**src/common/divSqrtCfgPkg.sv**
```systemverilog
`default_nettype none

package divSqrtCfgPkg;

  //////////////////////////////////////////////////////////////////////
  // Operand formats
  //////////////////////////////////////////////////////////////////////

  // Integer operand, quotient and remainder width
  localparam int XLEN = 32;
  // Fraction bits of half and single precision
  localparam int NF_H = 10;
  localparam int NF_S = 23;

  //////////////////////////////////////////////////////////////////////
  // Recurrence and step counter
  //////////////////////////////////////////////////////////////////////

  // Radix 2, one quotient bit per step
  localparam int LOGR = 1;
  localparam int RK = 1;
  // Index of the highest dividend bit, 0 to 31
  localparam int DIVBLEN = 5;
  // Step count, up to 32
  localparam int DURLEN = 6;
  // Residual and radicand, holds the 52 bit single-precision radicand
  localparam int RESW = 56;

endpackage

`default_nettype wire

```
**src/common/divSqrtOpPkg.sv**
```systemverilog
`default_nettype none

package divSqrtOpPkg;

  //////////////////////////////////////////////////////////////////////
  // Operation encodings
  //////////////////////////////////////////////////////////////////////

  // Significand format
  typedef enum logic {
    FMT_H = 1'b0,
    FMT_S = 1'b1
  } fmtT;

  // Operation, integer division is unsigned only
  typedef enum logic [1:0] {
    OP_FDIV  = 2'd0,
    OP_FSQRT = 2'd1,
    OP_IDIV  = 2'd2
  } opT;

endpackage

`default_nettype wire

```
**src/common/divSqrtIterIf.sv**
```systemverilog
`default_nettype none

// Prepared operands from the preprocessor into the recurrence
interface divSqrtIterIf;

  // Division: upper part is the starting residual, low XLEN bits the
  // left-aligned dividend bits. Square root: left-aligned radicand
  logic [divSqrtCfgPkg::RESW-1:0] x;
  // Divisor, zero extended
  logic [divSqrtCfgPkg::RESW-1:0] d;
  logic                           isSqrt;
  logic                           isInt;
  // One cycle strobe, fields above are valid with it and held after
  logic                           load;

  // Preprocessor side
  modport pre (output x, d, isSqrt, isInt, load);

  // Recurrence side
  modport iter (input x, d, isSqrt, isInt, load);

endinterface

`default_nettype wire

```
**src/divsqrt/divSqrtCycles.sv**
```systemverilog
`default_nettype none

module divSqrtCycles (
  input  divSqrtOpPkg::fmtT                  fmt,
  input  divSqrtOpPkg::opT                   op,
  input  logic [divSqrtCfgPkg::DIVBLEN-1:0]  nE,
  output logic [divSqrtCfgPkg::DURLEN-1:0]   steps
);

  // Fraction width and fractional bit count
  logic [divSqrtCfgPkg::DURLEN+1:0] nf;
  logic [divSqrtCfgPkg::DURLEN+1:0] fbits;
  // Steps for a floating-point operation
  logic [divSqrtCfgPkg::DURLEN-1:0] fpSteps;

  always_comb begin
    // Fraction width for the format
    if (fmt == divSqrtOpPkg::FMT_S)
      nf = (divSqrtCfgPkg::DURLEN + 2)'(divSqrtCfgPkg::NF_S);
    else
      nf = (divSqrtCfgPkg::DURLEN + 2)'(divSqrtCfgPkg::NF_H);

    // Nf plus round and guard bits plus one
    // The extra bit is the integer bit in division and shift room in sqrt
    fbits = nf + (divSqrtCfgPkg::DURLEN + 2)'(2 + divSqrtCfgPkg::LOGR);

    // Bits retired per step sets the step count
    fpSteps = (divSqrtCfgPkg::DURLEN)'((fbits - 1) / divSqrtCfgPkg::RK + 1);

    // Short dividends finish early
    if (op == divSqrtOpPkg::OP_IDIV)
      steps = (divSqrtCfgPkg::DURLEN)'(nE) + (divSqrtCfgPkg::DURLEN)'(1);
    else
      steps = fpSteps;
  end

endmodule

`default_nettype wire

```
**src/divsqrt/divSqrtPreproc.sv**
```systemverilog
`default_nettype none

module divSqrtPreproc (
  input  logic                              clk,
  input  logic                              rstN,
  input  logic                              start,
  input  divSqrtOpPkg::opT                  op,
  input  divSqrtOpPkg::fmtT                 fmt,
  input  logic [divSqrtCfgPkg::XLEN-1:0]    opA,
  input  logic [divSqrtCfgPkg::XLEN-1:0]    opB,
  output divSqrtOpPkg::opT                  opLatched,
  output divSqrtOpPkg::fmtT                 fmtLatched,
  output logic [divSqrtCfgPkg::DIVBLEN-1:0] nE,
  output logic                              divByZero,
  output logic [divSqrtCfgPkg::XLEN-1:0]    dividend,
  divSqrtIterIf.pre                         iterBus
);

  // Significands with the hidden one
  logic [divSqrtCfgPkg::NF_S:0]         mA;
  logic [divSqrtCfgPkg::NF_S:0]         mB;
  logic [divSqrtCfgPkg::DURLEN-1:0]     nf;
  // Highest set dividend bit
  logic [divSqrtCfgPkg::DIVBLEN-1:0]    hiBit;
  logic [divSqrtCfgPkg::XLEN-1:0]       aligned;
  logic [divSqrtCfgPkg::RESW-1:0]       radicand;
  logic [divSqrtCfgPkg::RESW-1:0]       xNext;
  logic [divSqrtCfgPkg::RESW-1:0]       dNext;

  //////////////////////////////////////////////////////////////////////
  // Operand preparation
  //////////////////////////////////////////////////////////////////////

  // Index of the top one, 0 for a zero dividend
  always_comb begin
    hiBit = '0;
    for (int i = 0; i < divSqrtCfgPkg::XLEN; i++)
      if (opA[i])
        hiBit = (divSqrtCfgPkg::DIVBLEN)'(i);
  end

  always_comb begin
    if (fmt == divSqrtOpPkg::FMT_S) begin
      nf = (divSqrtCfgPkg::DURLEN)'(divSqrtCfgPkg::NF_S);
      mA = {1'b1, opA[divSqrtCfgPkg::NF_S-1:0]};
      mB = {1'b1, opB[divSqrtCfgPkg::NF_S-1:0]};
    end else begin
      nf = (divSqrtCfgPkg::DURLEN)'(divSqrtCfgPkg::NF_H);
      mA = {{(divSqrtCfgPkg::NF_S - divSqrtCfgPkg::NF_H){1'b0}}, 1'b1,
            opA[divSqrtCfgPkg::NF_H-1:0]};
      mB = {{(divSqrtCfgPkg::NF_S - divSqrtCfgPkg::NF_H){1'b0}}, 1'b1,
            opB[divSqrtCfgPkg::NF_H-1:0]};
    end

    // Top dividend bit moves to the MSB, nE+1 steps consume it all
    aligned = opA << (divSqrtCfgPkg::XLEN - 1 - hiBit);
    // Radicand mA*2^(Nf+4), an even 2*(Nf+3) bit field left-aligned
    radicand = (divSqrtCfgPkg::RESW)'(mA) << (nf + 4);

    case (op)
      divSqrtOpPkg::OP_FSQRT: begin
        xNext = radicand << (divSqrtCfgPkg::RESW - 2 * (nf + 3));
        dNext = '0;
      end
      divSqrtOpPkg::OP_IDIV: begin
        xNext = (divSqrtCfgPkg::RESW)'(aligned);
        dNext = (divSqrtCfgPkg::RESW)'(opB);
      end
      default: begin
        // mA/2 is below mB, so the first quotient bit is the integer bit
        xNext = {(divSqrtCfgPkg::RESW - divSqrtCfgPkg::XLEN)'(mA >> 1), mA[0],
                 {(divSqrtCfgPkg::XLEN - 1){1'b0}}};
        dNext = (divSqrtCfgPkg::RESW)'(mB);
      end
    endcase
  end

  //////////////////////////////////////////////////////////////////////
  // Operand registers
  //////////////////////////////////////////////////////////////////////

  // Load pulses the cycle after an accepted start
  always_ff @(posedge clk) begin
    if (!rstN) begin
      iterBus.load <= 1'b0;
      opLatched    <= divSqrtOpPkg::OP_FDIV;
      fmtLatched   <= divSqrtOpPkg::FMT_H;
    end else begin
      iterBus.load <= start;
      if (start) begin
        opLatched  <= op;
        fmtLatched <= fmt;
      end
    end
  end

  always_ff @(posedge clk) begin
    if (start) begin
      iterBus.x      <= xNext;
      iterBus.d      <= dNext;
      iterBus.isSqrt <= (op == divSqrtOpPkg::OP_FSQRT);
      iterBus.isInt  <= (op == divSqrtOpPkg::OP_IDIV);
      nE             <= (op == divSqrtOpPkg::OP_IDIV) ? hiBit : '0;
      divByZero      <= (op == divSqrtOpPkg::OP_IDIV) && (opB == '0);
      dividend       <= opA;
    end
  end

endmodule

`default_nettype wire

```
**src/divsqrt/divSqrtIter.sv**
```systemverilog
`default_nettype none

module divSqrtIter (
  input  logic                           clk,
  input  logic                           rstN,
  divSqrtIterIf.iter                     iterBus,
  input  logic                           stepEn,
  output logic [divSqrtCfgPkg::XLEN-1:0] q,
  output logic [divSqrtCfgPkg::XLEN-1:0] rem,
  output logic                           remNonZero
);

  // Partial remainder
  logic [divSqrtCfgPkg::RESW-1:0] resQ;
  // Dividend or radicand bits still to bring down, MSB first
  logic [divSqrtCfgPkg::RESW-1:0] shQ;
  // Quotient or root
  logic [divSqrtCfgPkg::XLEN-1:0] qQ;
  logic [divSqrtCfgPkg::RESW-1:0] shifted;
  logic [divSqrtCfgPkg::RESW-1:0] trial;
  logic [divSqrtCfgPkg::RESW-1:0] diff;
  logic                           fits;

  //////////////////////////////////////////////////////////////////////
  // One restoring step
  //////////////////////////////////////////////////////////////////////

  always_comb begin
    if (iterBus.isSqrt) begin
      // Bring down two radicand bits, try 4*root + 1
      shifted = {resQ[divSqrtCfgPkg::RESW-3:0], shQ[divSqrtCfgPkg::RESW-1 -: 2]};
      trial   = (divSqrtCfgPkg::RESW)'({qQ, 2'b01});
    end else begin
      // Bring down one dividend bit, try the divisor
      shifted = {resQ[divSqrtCfgPkg::RESW-2:0], shQ[divSqrtCfgPkg::RESW-1]};
      trial   = iterBus.d;
    end
    fits = (shifted >= trial);
    diff = shifted - trial;
  end

  //////////////////////////////////////////////////////////////////////
  // Recurrence registers
  //////////////////////////////////////////////////////////////////////

  always_ff @(posedge clk) begin
    if (!rstN) begin
      resQ <= '0;
      qQ   <= '0;
    end else if (iterBus.load) begin
      // Only FP division starts with a nonzero residual
      if (iterBus.isSqrt || iterBus.isInt)
        resQ <= '0;
      else
        resQ <= (divSqrtCfgPkg::RESW)'(iterBus.x[divSqrtCfgPkg::RESW-1:divSqrtCfgPkg::XLEN]);
      qQ <= '0;
    end else if (stepEn) begin
      resQ <= fits ? diff : shifted;
      qQ   <= {qQ[divSqrtCfgPkg::XLEN-2:0], fits};
    end
  end

  always_ff @(posedge clk) begin
    if (iterBus.load) begin
      if (iterBus.isSqrt)
        shQ <= iterBus.x;
      else
        shQ <= {iterBus.x[divSqrtCfgPkg::XLEN-1:0],
                {(divSqrtCfgPkg::RESW - divSqrtCfgPkg::XLEN){1'b0}}};
    end else if (stepEn) begin
      // Sqrt consumes two bits per step
      shQ <= iterBus.isSqrt ? (shQ << 2) : (shQ << 1);
    end
  end

  assign q          = qQ;
  assign rem        = resQ[divSqrtCfgPkg::XLEN-1:0];
  assign remNonZero = |resQ;

endmodule

`default_nettype wire

```
**src/divsqrt/divSqrtCtrl.sv**
```systemverilog
`default_nettype none

module divSqrtCtrl (
  input  logic                             clk,
  input  logic                             rstN,
  input  logic                             start,
  input  logic                             load,
  input  logic [divSqrtCfgPkg::DURLEN-1:0] steps,
  output logic                             stepEn,
  output logic                             finish,
  output logic                             busy
);

  typedef enum logic [1:0] {
    IDLE,
    RUN,
    DONE
  } stateT;

  stateT                            stateQ;
  stateT                            stateD;
  // Steps still to go
  logic [divSqrtCfgPkg::DURLEN-1:0] cntQ;
  // RUN, past the load cycle
  logic                             running;

  // Counter is stale during load, so that cycle does not step
  assign running = (stateQ == RUN) && !load;
  assign stepEn  = running && (cntQ != '0);
  assign finish  = running && (cntQ == '0);
  // DONE covers the cycle with the done pulse
  assign busy    = (stateQ != IDLE);

  //////////////////////////////////////////////////////////////////////
  // FSM
  //////////////////////////////////////////////////////////////////////

  always_comb begin
    stateD = stateQ;
    case (stateQ)
      // Starts only count here, so busy masks them
      IDLE:    if (start) stateD = RUN;
      RUN:     if (finish) stateD = DONE;
      DONE:    stateD = IDLE;
      default: stateD = IDLE;
    endcase
  end

  always_ff @(posedge clk) begin
    if (!rstN) begin
      stateQ <= IDLE;
      cntQ   <= '0;
    end else begin
      stateQ <= stateD;
      if (load)
        cntQ <= steps;
      else if (stepEn)
        cntQ <= cntQ - 1'b1;
    end
  end

endmodule

`default_nettype wire

```
**src/divsqrt/divSqrtPostproc.sv**
```systemverilog
`default_nettype none

module divSqrtPostproc (
  input  logic                           clk,
  input  logic                           rstN,
  input  logic                           finish,
  input  divSqrtOpPkg::opT               op,
  input  logic                           divByZero,
  input  logic [divSqrtCfgPkg::XLEN-1:0] dividend,
  input  logic [divSqrtCfgPkg::XLEN-1:0] q,
  input  logic [divSqrtCfgPkg::XLEN-1:0] rem,
  input  logic                           remNonZero,
  output logic                           done,
  output logic [divSqrtCfgPkg::XLEN-1:0] result,
  output logic                           sticky,
  output logic [divSqrtCfgPkg::XLEN-1:0] remainder
);

  // Done trails finish by one cycle
  always_ff @(posedge clk) begin
    if (!rstN)
      done <= 1'b0;
    else
      done <= finish;
  end

  // Result held until the next finish
  always_ff @(posedge clk) begin
    if (finish) begin
      if (op == divSqrtOpPkg::OP_IDIV) begin
        sticky <= 1'b0;
        // x/0 gives all ones, remainder x
        if (divByZero) begin
          result    <= '1;
          remainder <= dividend;
        end else begin
          result    <= q;
          remainder <= rem;
        end
      end else begin
        // Any residual left means inexact
        result    <= q;
        sticky    <= remNonZero;
        remainder <= '0;
      end
    end
  end

endmodule

`default_nettype wire

```
**src/hw/divSqrtTop.sv**
```systemverilog
`default_nettype none

module divSqrtTop (
  input  logic              clk,
  input  logic              rstN,
  input  logic              start,
  input  divSqrtOpPkg::opT  op,
  input  divSqrtOpPkg::fmtT fmt,
  input  logic [31:0]       opA,
  input  logic [31:0]       opB,
  output logic              busy,
  output logic              done,
  output logic [31:0]       result,
  output logic              sticky,
  output logic [31:0]       remainder
);

  divSqrtIterIf iterBus ();

  divSqrtOpPkg::opT  opLatched;
  divSqrtOpPkg::fmtT fmtLatched;
  logic [4:0]        nE;
  logic [5:0]        steps;
  logic              startOk;
  logic              divByZero;
  logic [31:0]       dividend;
  logic              stepEn;
  logic              finish;
  logic [31:0]       q;
  logic [31:0]       rem;
  logic              remNonZero;

  // Operands are only taken when idle
  assign startOk = start & ~busy;

  //////////////////////////////////////////////////////////////////////
  // Blocks
  //////////////////////////////////////////////////////////////////////

  divSqrtPreproc u_divSqrtPreproc (
    .clk, .rstN, .start(startOk), .op, .fmt, .opA, .opB,
    .opLatched, .fmtLatched, .nE, .divByZero, .dividend,
    .iterBus(iterBus)
  );

  divSqrtCycles u_divSqrtCycles (
    .fmt(fmtLatched), .op(opLatched), .nE, .steps
  );

  divSqrtCtrl u_divSqrtCtrl (
    .clk, .rstN, .start, .load(iterBus.load), .steps, .stepEn, .finish, .busy
  );

  divSqrtIter u_divSqrtIter (
    .clk, .rstN, .iterBus(iterBus), .stepEn, .q, .rem, .remNonZero
  );

  divSqrtPostproc u_divSqrtPostproc (
    .clk, .rstN, .finish, .op(opLatched), .divByZero, .dividend,
    .q, .rem, .remNonZero, .done, .result, .sticky, .remainder
  );

endmodule

`default_nettype wire

```
**config.mk**
```make
export PLATFORM = sky130hd
export DESIGN_NAME = divSqrtTop
export DESIGN_NICKNAME = d
export VERILOG_FILES = /design/src/common/divSqrtCfgPkg.sv /design/src/common/divSqrtOpPkg.sv /design/src/common/divSqrtIterIf.sv /design/src/divsqrt/divSqrtCycles.sv /design/src/divsqrt/divSqrtPreproc.sv /design/src/divsqrt/divSqrtIter.sv /design/src/divsqrt/divSqrtCtrl.sv /design/src/divsqrt/divSqrtPostproc.sv /design/src/hw/divSqrtTop.sv
export SDC_FILE = /design/constraint.sdc
export NUM_CORES = 1
export LEC_CHECK = 0
export BUFFER_PORTS_ARGS = -buffer_cell sky130_fd_sc_hd__buf_4
export CAP_MARGIN = 20
export CORE_MARGIN = 8
export CORE_UTILIZATION = 40
export DETAILED_ROUTE_END_ITERATION = 10
export PLACE_DENSITY_LB_ADDON = 0.12
export SYNTH_ARGS = -nofsm -noshare
export SYNTH_HDL_FRONTEND = slang
export SYNTH_HIERARCHICAL = 1
export SYNTH_SLANG_ARGS = --single-unit
```
**constraint.sdc**
```tcl
create_clock -name clk -period 4.2 [get_ports clk]
set_input_delay 0.21 -clock clk [delete_from_list [all_inputs] [get_ports clk]]
set_output_delay 0.21 -clock clk [all_outputs]
set_load 0.01 [all_outputs]
```
==> results.md <==
- IO buf count: 136
- Core Box Area: 0.0538 sq mm
- Gpl congestion: 0.980
- Outcome: finished, final reports clean
- Max stage delay on crit path: 0.45 ns
- CP Max Fanout: 22
- Minimum clock period: 4.02 ns
- Setup-failing EPs final: 0
- FF-to-FF setup slack: 0.18 ns
- Io pins: 137
- Post-synth top area cell: edfxtp_1
- Clock sinks: 350
- Register area: 0.00950 sq mm
- ANT nets after route: 0
- Slew Limit Headroom: 30.2%
- Max frequency: 0.249 GHz
- Crit share post-route: 95.7%
- Synth-to-layout area growth: 17.0%
- Clock Skew: 0.0119 ns
- WL per Instance: 23.9 microns
- Slew Limit Fails: 0
- CP cell instances: buf_4 > buf_12 > buf_4 > mux2i_2 > ha_2 > a21oi_2 > o211ai_1 > a21oi_1 > a21oi_1 > a21oi_2 > nand3_2 > a221oi_4 > buf_4 > clkbuf_16 > mux2i_1 > a22o_1
- Least-Margin Pin Slew: 1.05 ns
- Worst hold path type: in -> reg
- Sequential-to-total area share from yosys stat: 43.7%
- Clock root cell: clkbuf_16
- Post-DP HPWL: 52.0 mm
- Req. time, crit path: 4.71 ns
- Die extent in y: 249 microns
- Slowest stage cell, crit path: a221oi_4
- Global-route wire length before repair: 106 mm
- Total grt overflow: 0
- Synthesized area per cell: 10.5 sq um
- Library cells used by synthesis: 99
- Clock latency on the worst-skew pair: 0.57 ns
- Crit. End Element: flip-flop
- Number of flops mapped to enable cells by yosys: 249
- DP Worst Slack: 0.0506 ns
- Final routed DRC violation total: 0
- Vias: 17.1k
- Leak Pwr: 9.99 nW
- CTS tree: yes
- Final WL: 71.1 mm
- Crit Path Category: reg -> reg
- Crit-path most repeated cell: buf_4
- # placed instances: 2825
- Diode count: 0
- Top-area cell type share of the netlist area: 34.4%
- Yosys warns: 6
- Vias in the first global route: 17.0k
- Die Span X: 249 microns
- CP arrival: 4.53 ns
- Asr flop ratio synth: 0%
- Layout cells sized above 1: 19.1%
- Mapped cell area: 0.0217 sq mm
- Non-Filler Instances: 2972
- Layout Nets: 2377
- Clock Tree Buf Depth: 3
- Area occupied by multi-input gates: 0.0111 sq mm
- VDD IR max: 0.423 mV
- Maxcap violations: 0
- Synth area leaders: edfxtp_1 (34%), dfxtp_1 (9.3%), mux2i_1 (7.4%)
- Final hold viol count: 0
- Cells after Synth: 2075
- Hold Slack: 0.0733 ns
- GRT Total Usage: 21.7%
- Max H-tree Level: 2
- Design Power: 0.0107 W
- Rows: 85
- Initial antenna violation count: 1
- Initial Util: 40.4%
- PD cells: 421 mW/mm^2
- Via-to-Cell Ratio: 5.76
- DR iter-0 viols: 1451
- Startpoint types: flip-flop
- Total CTS buffers: 42
- Worst setup margin: 0.182 ns
- Flops & latches, synth: 350
- Primary FF master, synth: edfxtp_1
- Reg clk slew, reported paths: 0.06 ns
- Pre-Repair DR Iteration Count: 5
- Largest net degree at the start of global routing: 80
- Filler Cell Count: 5013
- Die ar.: 0.0620 sq mm
==> flip-flops by register name, indices dropped and copies added, names as in the netlist <==
name and count:
u_divSqrtPreproc/opLatched 2, u_divSqrtPreproc/dividend 32, u_divSqrtPostproc/sticky 1, u_divSqrtPreproc/iterBus.x 56, u_divSqrtIter/resQ 56, u_divSqrtPostproc/done 1
u_divSqrtCtrl/cntQ 6, u_divSqrtCtrl/stateQ 2, u_divSqrtPreproc/divByZero 1, u_divSqrtIter/shQ 56, u_divSqrtPreproc/nE 5, u_divSqrtPostproc/remainder 32
u_divSqrtPreproc/iterBus.isSqrt 1, u_divSqrtPreproc/iterBus.load 1, u_divSqrtPreproc/iterBus.d 32, u_divSqrtPostproc/result 32, u_divSqrtPreproc/iterBus.isInt 1, u_divSqrtIter/q 32
u_divSqrtPreproc/fmtLatched 1
==> placed cells by master, fill, tap and decap left out, drive strengths merged, types with 31 or more instances in the layout <==
master       instances
edfxtp             249
buf                219
nor2               173
mux2i              164
a21oi              160
nand2              122
o21ai              121
dfxtp              101
nand2b              72
nor2b               72
dlygate4sd3         66
mux2                66
ha                  61
clkbuf              60
a22o                59
inv                 35
mux4                33
xnor2               31
==> stage by stage <==
| stage | util [%] | TNS (ns) | cell area [sq um] |
|---|---|---|---|
| after CTS | 47.0 | 0 | 25300 |
| final | 47.2 | 0 | 25400 |
| after detailed placement | 43.3 | 0 | 23300 |
| after global placement | 43.3 | 0 | 23300 |
| after floorplan | - | 0 | 21800 |
| after global routing | 47.2 | -0.0143 | 25400 |
==> power breakdown <==
| part | total, W | internal, W | switching, W |
|---|---|---|---|
| clock | 0.00364 | 0.00214 | 0.00150 |
| sequential | 0.00444 | 0.00421 | 0.000232 |
| combinational | 0.00261 | 0.00109 | 0.00152 |
| total | 0.0107 | 0.00744 | 0.00325 |
==> worst max-delay path, delay by kind of cell (launching register included) <==
kind            cells  cell delay, ns
compound gates      7            1.39
fa+ha+maj           1            0.39
buf+inv             5            1.01
flops               1            0.40
mux                 2            0.55
simple gates        1            0.17
==> Yosys cell counts, types with 33 or more instances <==
master	count
dfxtp_1	101
clkbuf_1	73
buf_4	65
inv_1	33
edfxtp_1	249
nor2b_1	69
a21oi_1	157
mux2_2	63
o21ai_0	99
mux2i_1	161
ha_1	61
nand2b_1	72
mux4_2	33
nor2_1	171
nand2_1	121
a22o_1	59
==> routing by layer <==
layer	share of wire [%]	GRT usage, %	vias up
li1	-	-	8023
met1	43	28.1	8485
met2	49	37.0	497
met3	4.7	2.87	113
met4	3.4	7.73	0
met5	0	0	-
==> final cells by class <==
class	count	share of cell area [%]
timing repair buffer	287	9.62
sequential	350	37.4
clock inverter	17	0.679
inverter	33	0.487
multi-input combinational	1531	43.8
clock buffer	58	4.61
tap	696	3.43
==> path summary, 6_finish.rpt <==
path	startpoint	to	cells past startpoint
setup / recovery	u_divSqrtPreproc/iterBus.isSqrt	u_divSqrtIter/resQ[0]	16
hold / removal	fmt	u_divSqrtPreproc/fmtLatched	3
setup reg to reg	u_divSqrtPreproc/iterBus.isSqrt	u_divSqrtIter/resQ[0]	16
hold reg to reg	u_divSqrtIter/resQ[50]	u_divSqrtIter/resQ[50]	2
==> cells by family after synthesis <==
kind of cell    after synthesis  synth area share, %
compound gates              525                 15.9
fa+ha+maj                    62                 3.60
flops                       350                 43.7
buf+inv                     218                 5.72
simple gates                599                 14.2
xor+xnor                     57                 2.30
other cells                   1               0.0173
mux                         263                 14.5
==> timing repair <==
action / 4_1_cts / 5_1_grt
hold endpoints to repair: 66 / 0
setup buffers: 0 / 3
gates resized for setup: 0 / 13
setup endpoints to repair: 0 / 51
hold buffers: 66 / 0
No activity file was read; power rests on OpenSTA's default activity.
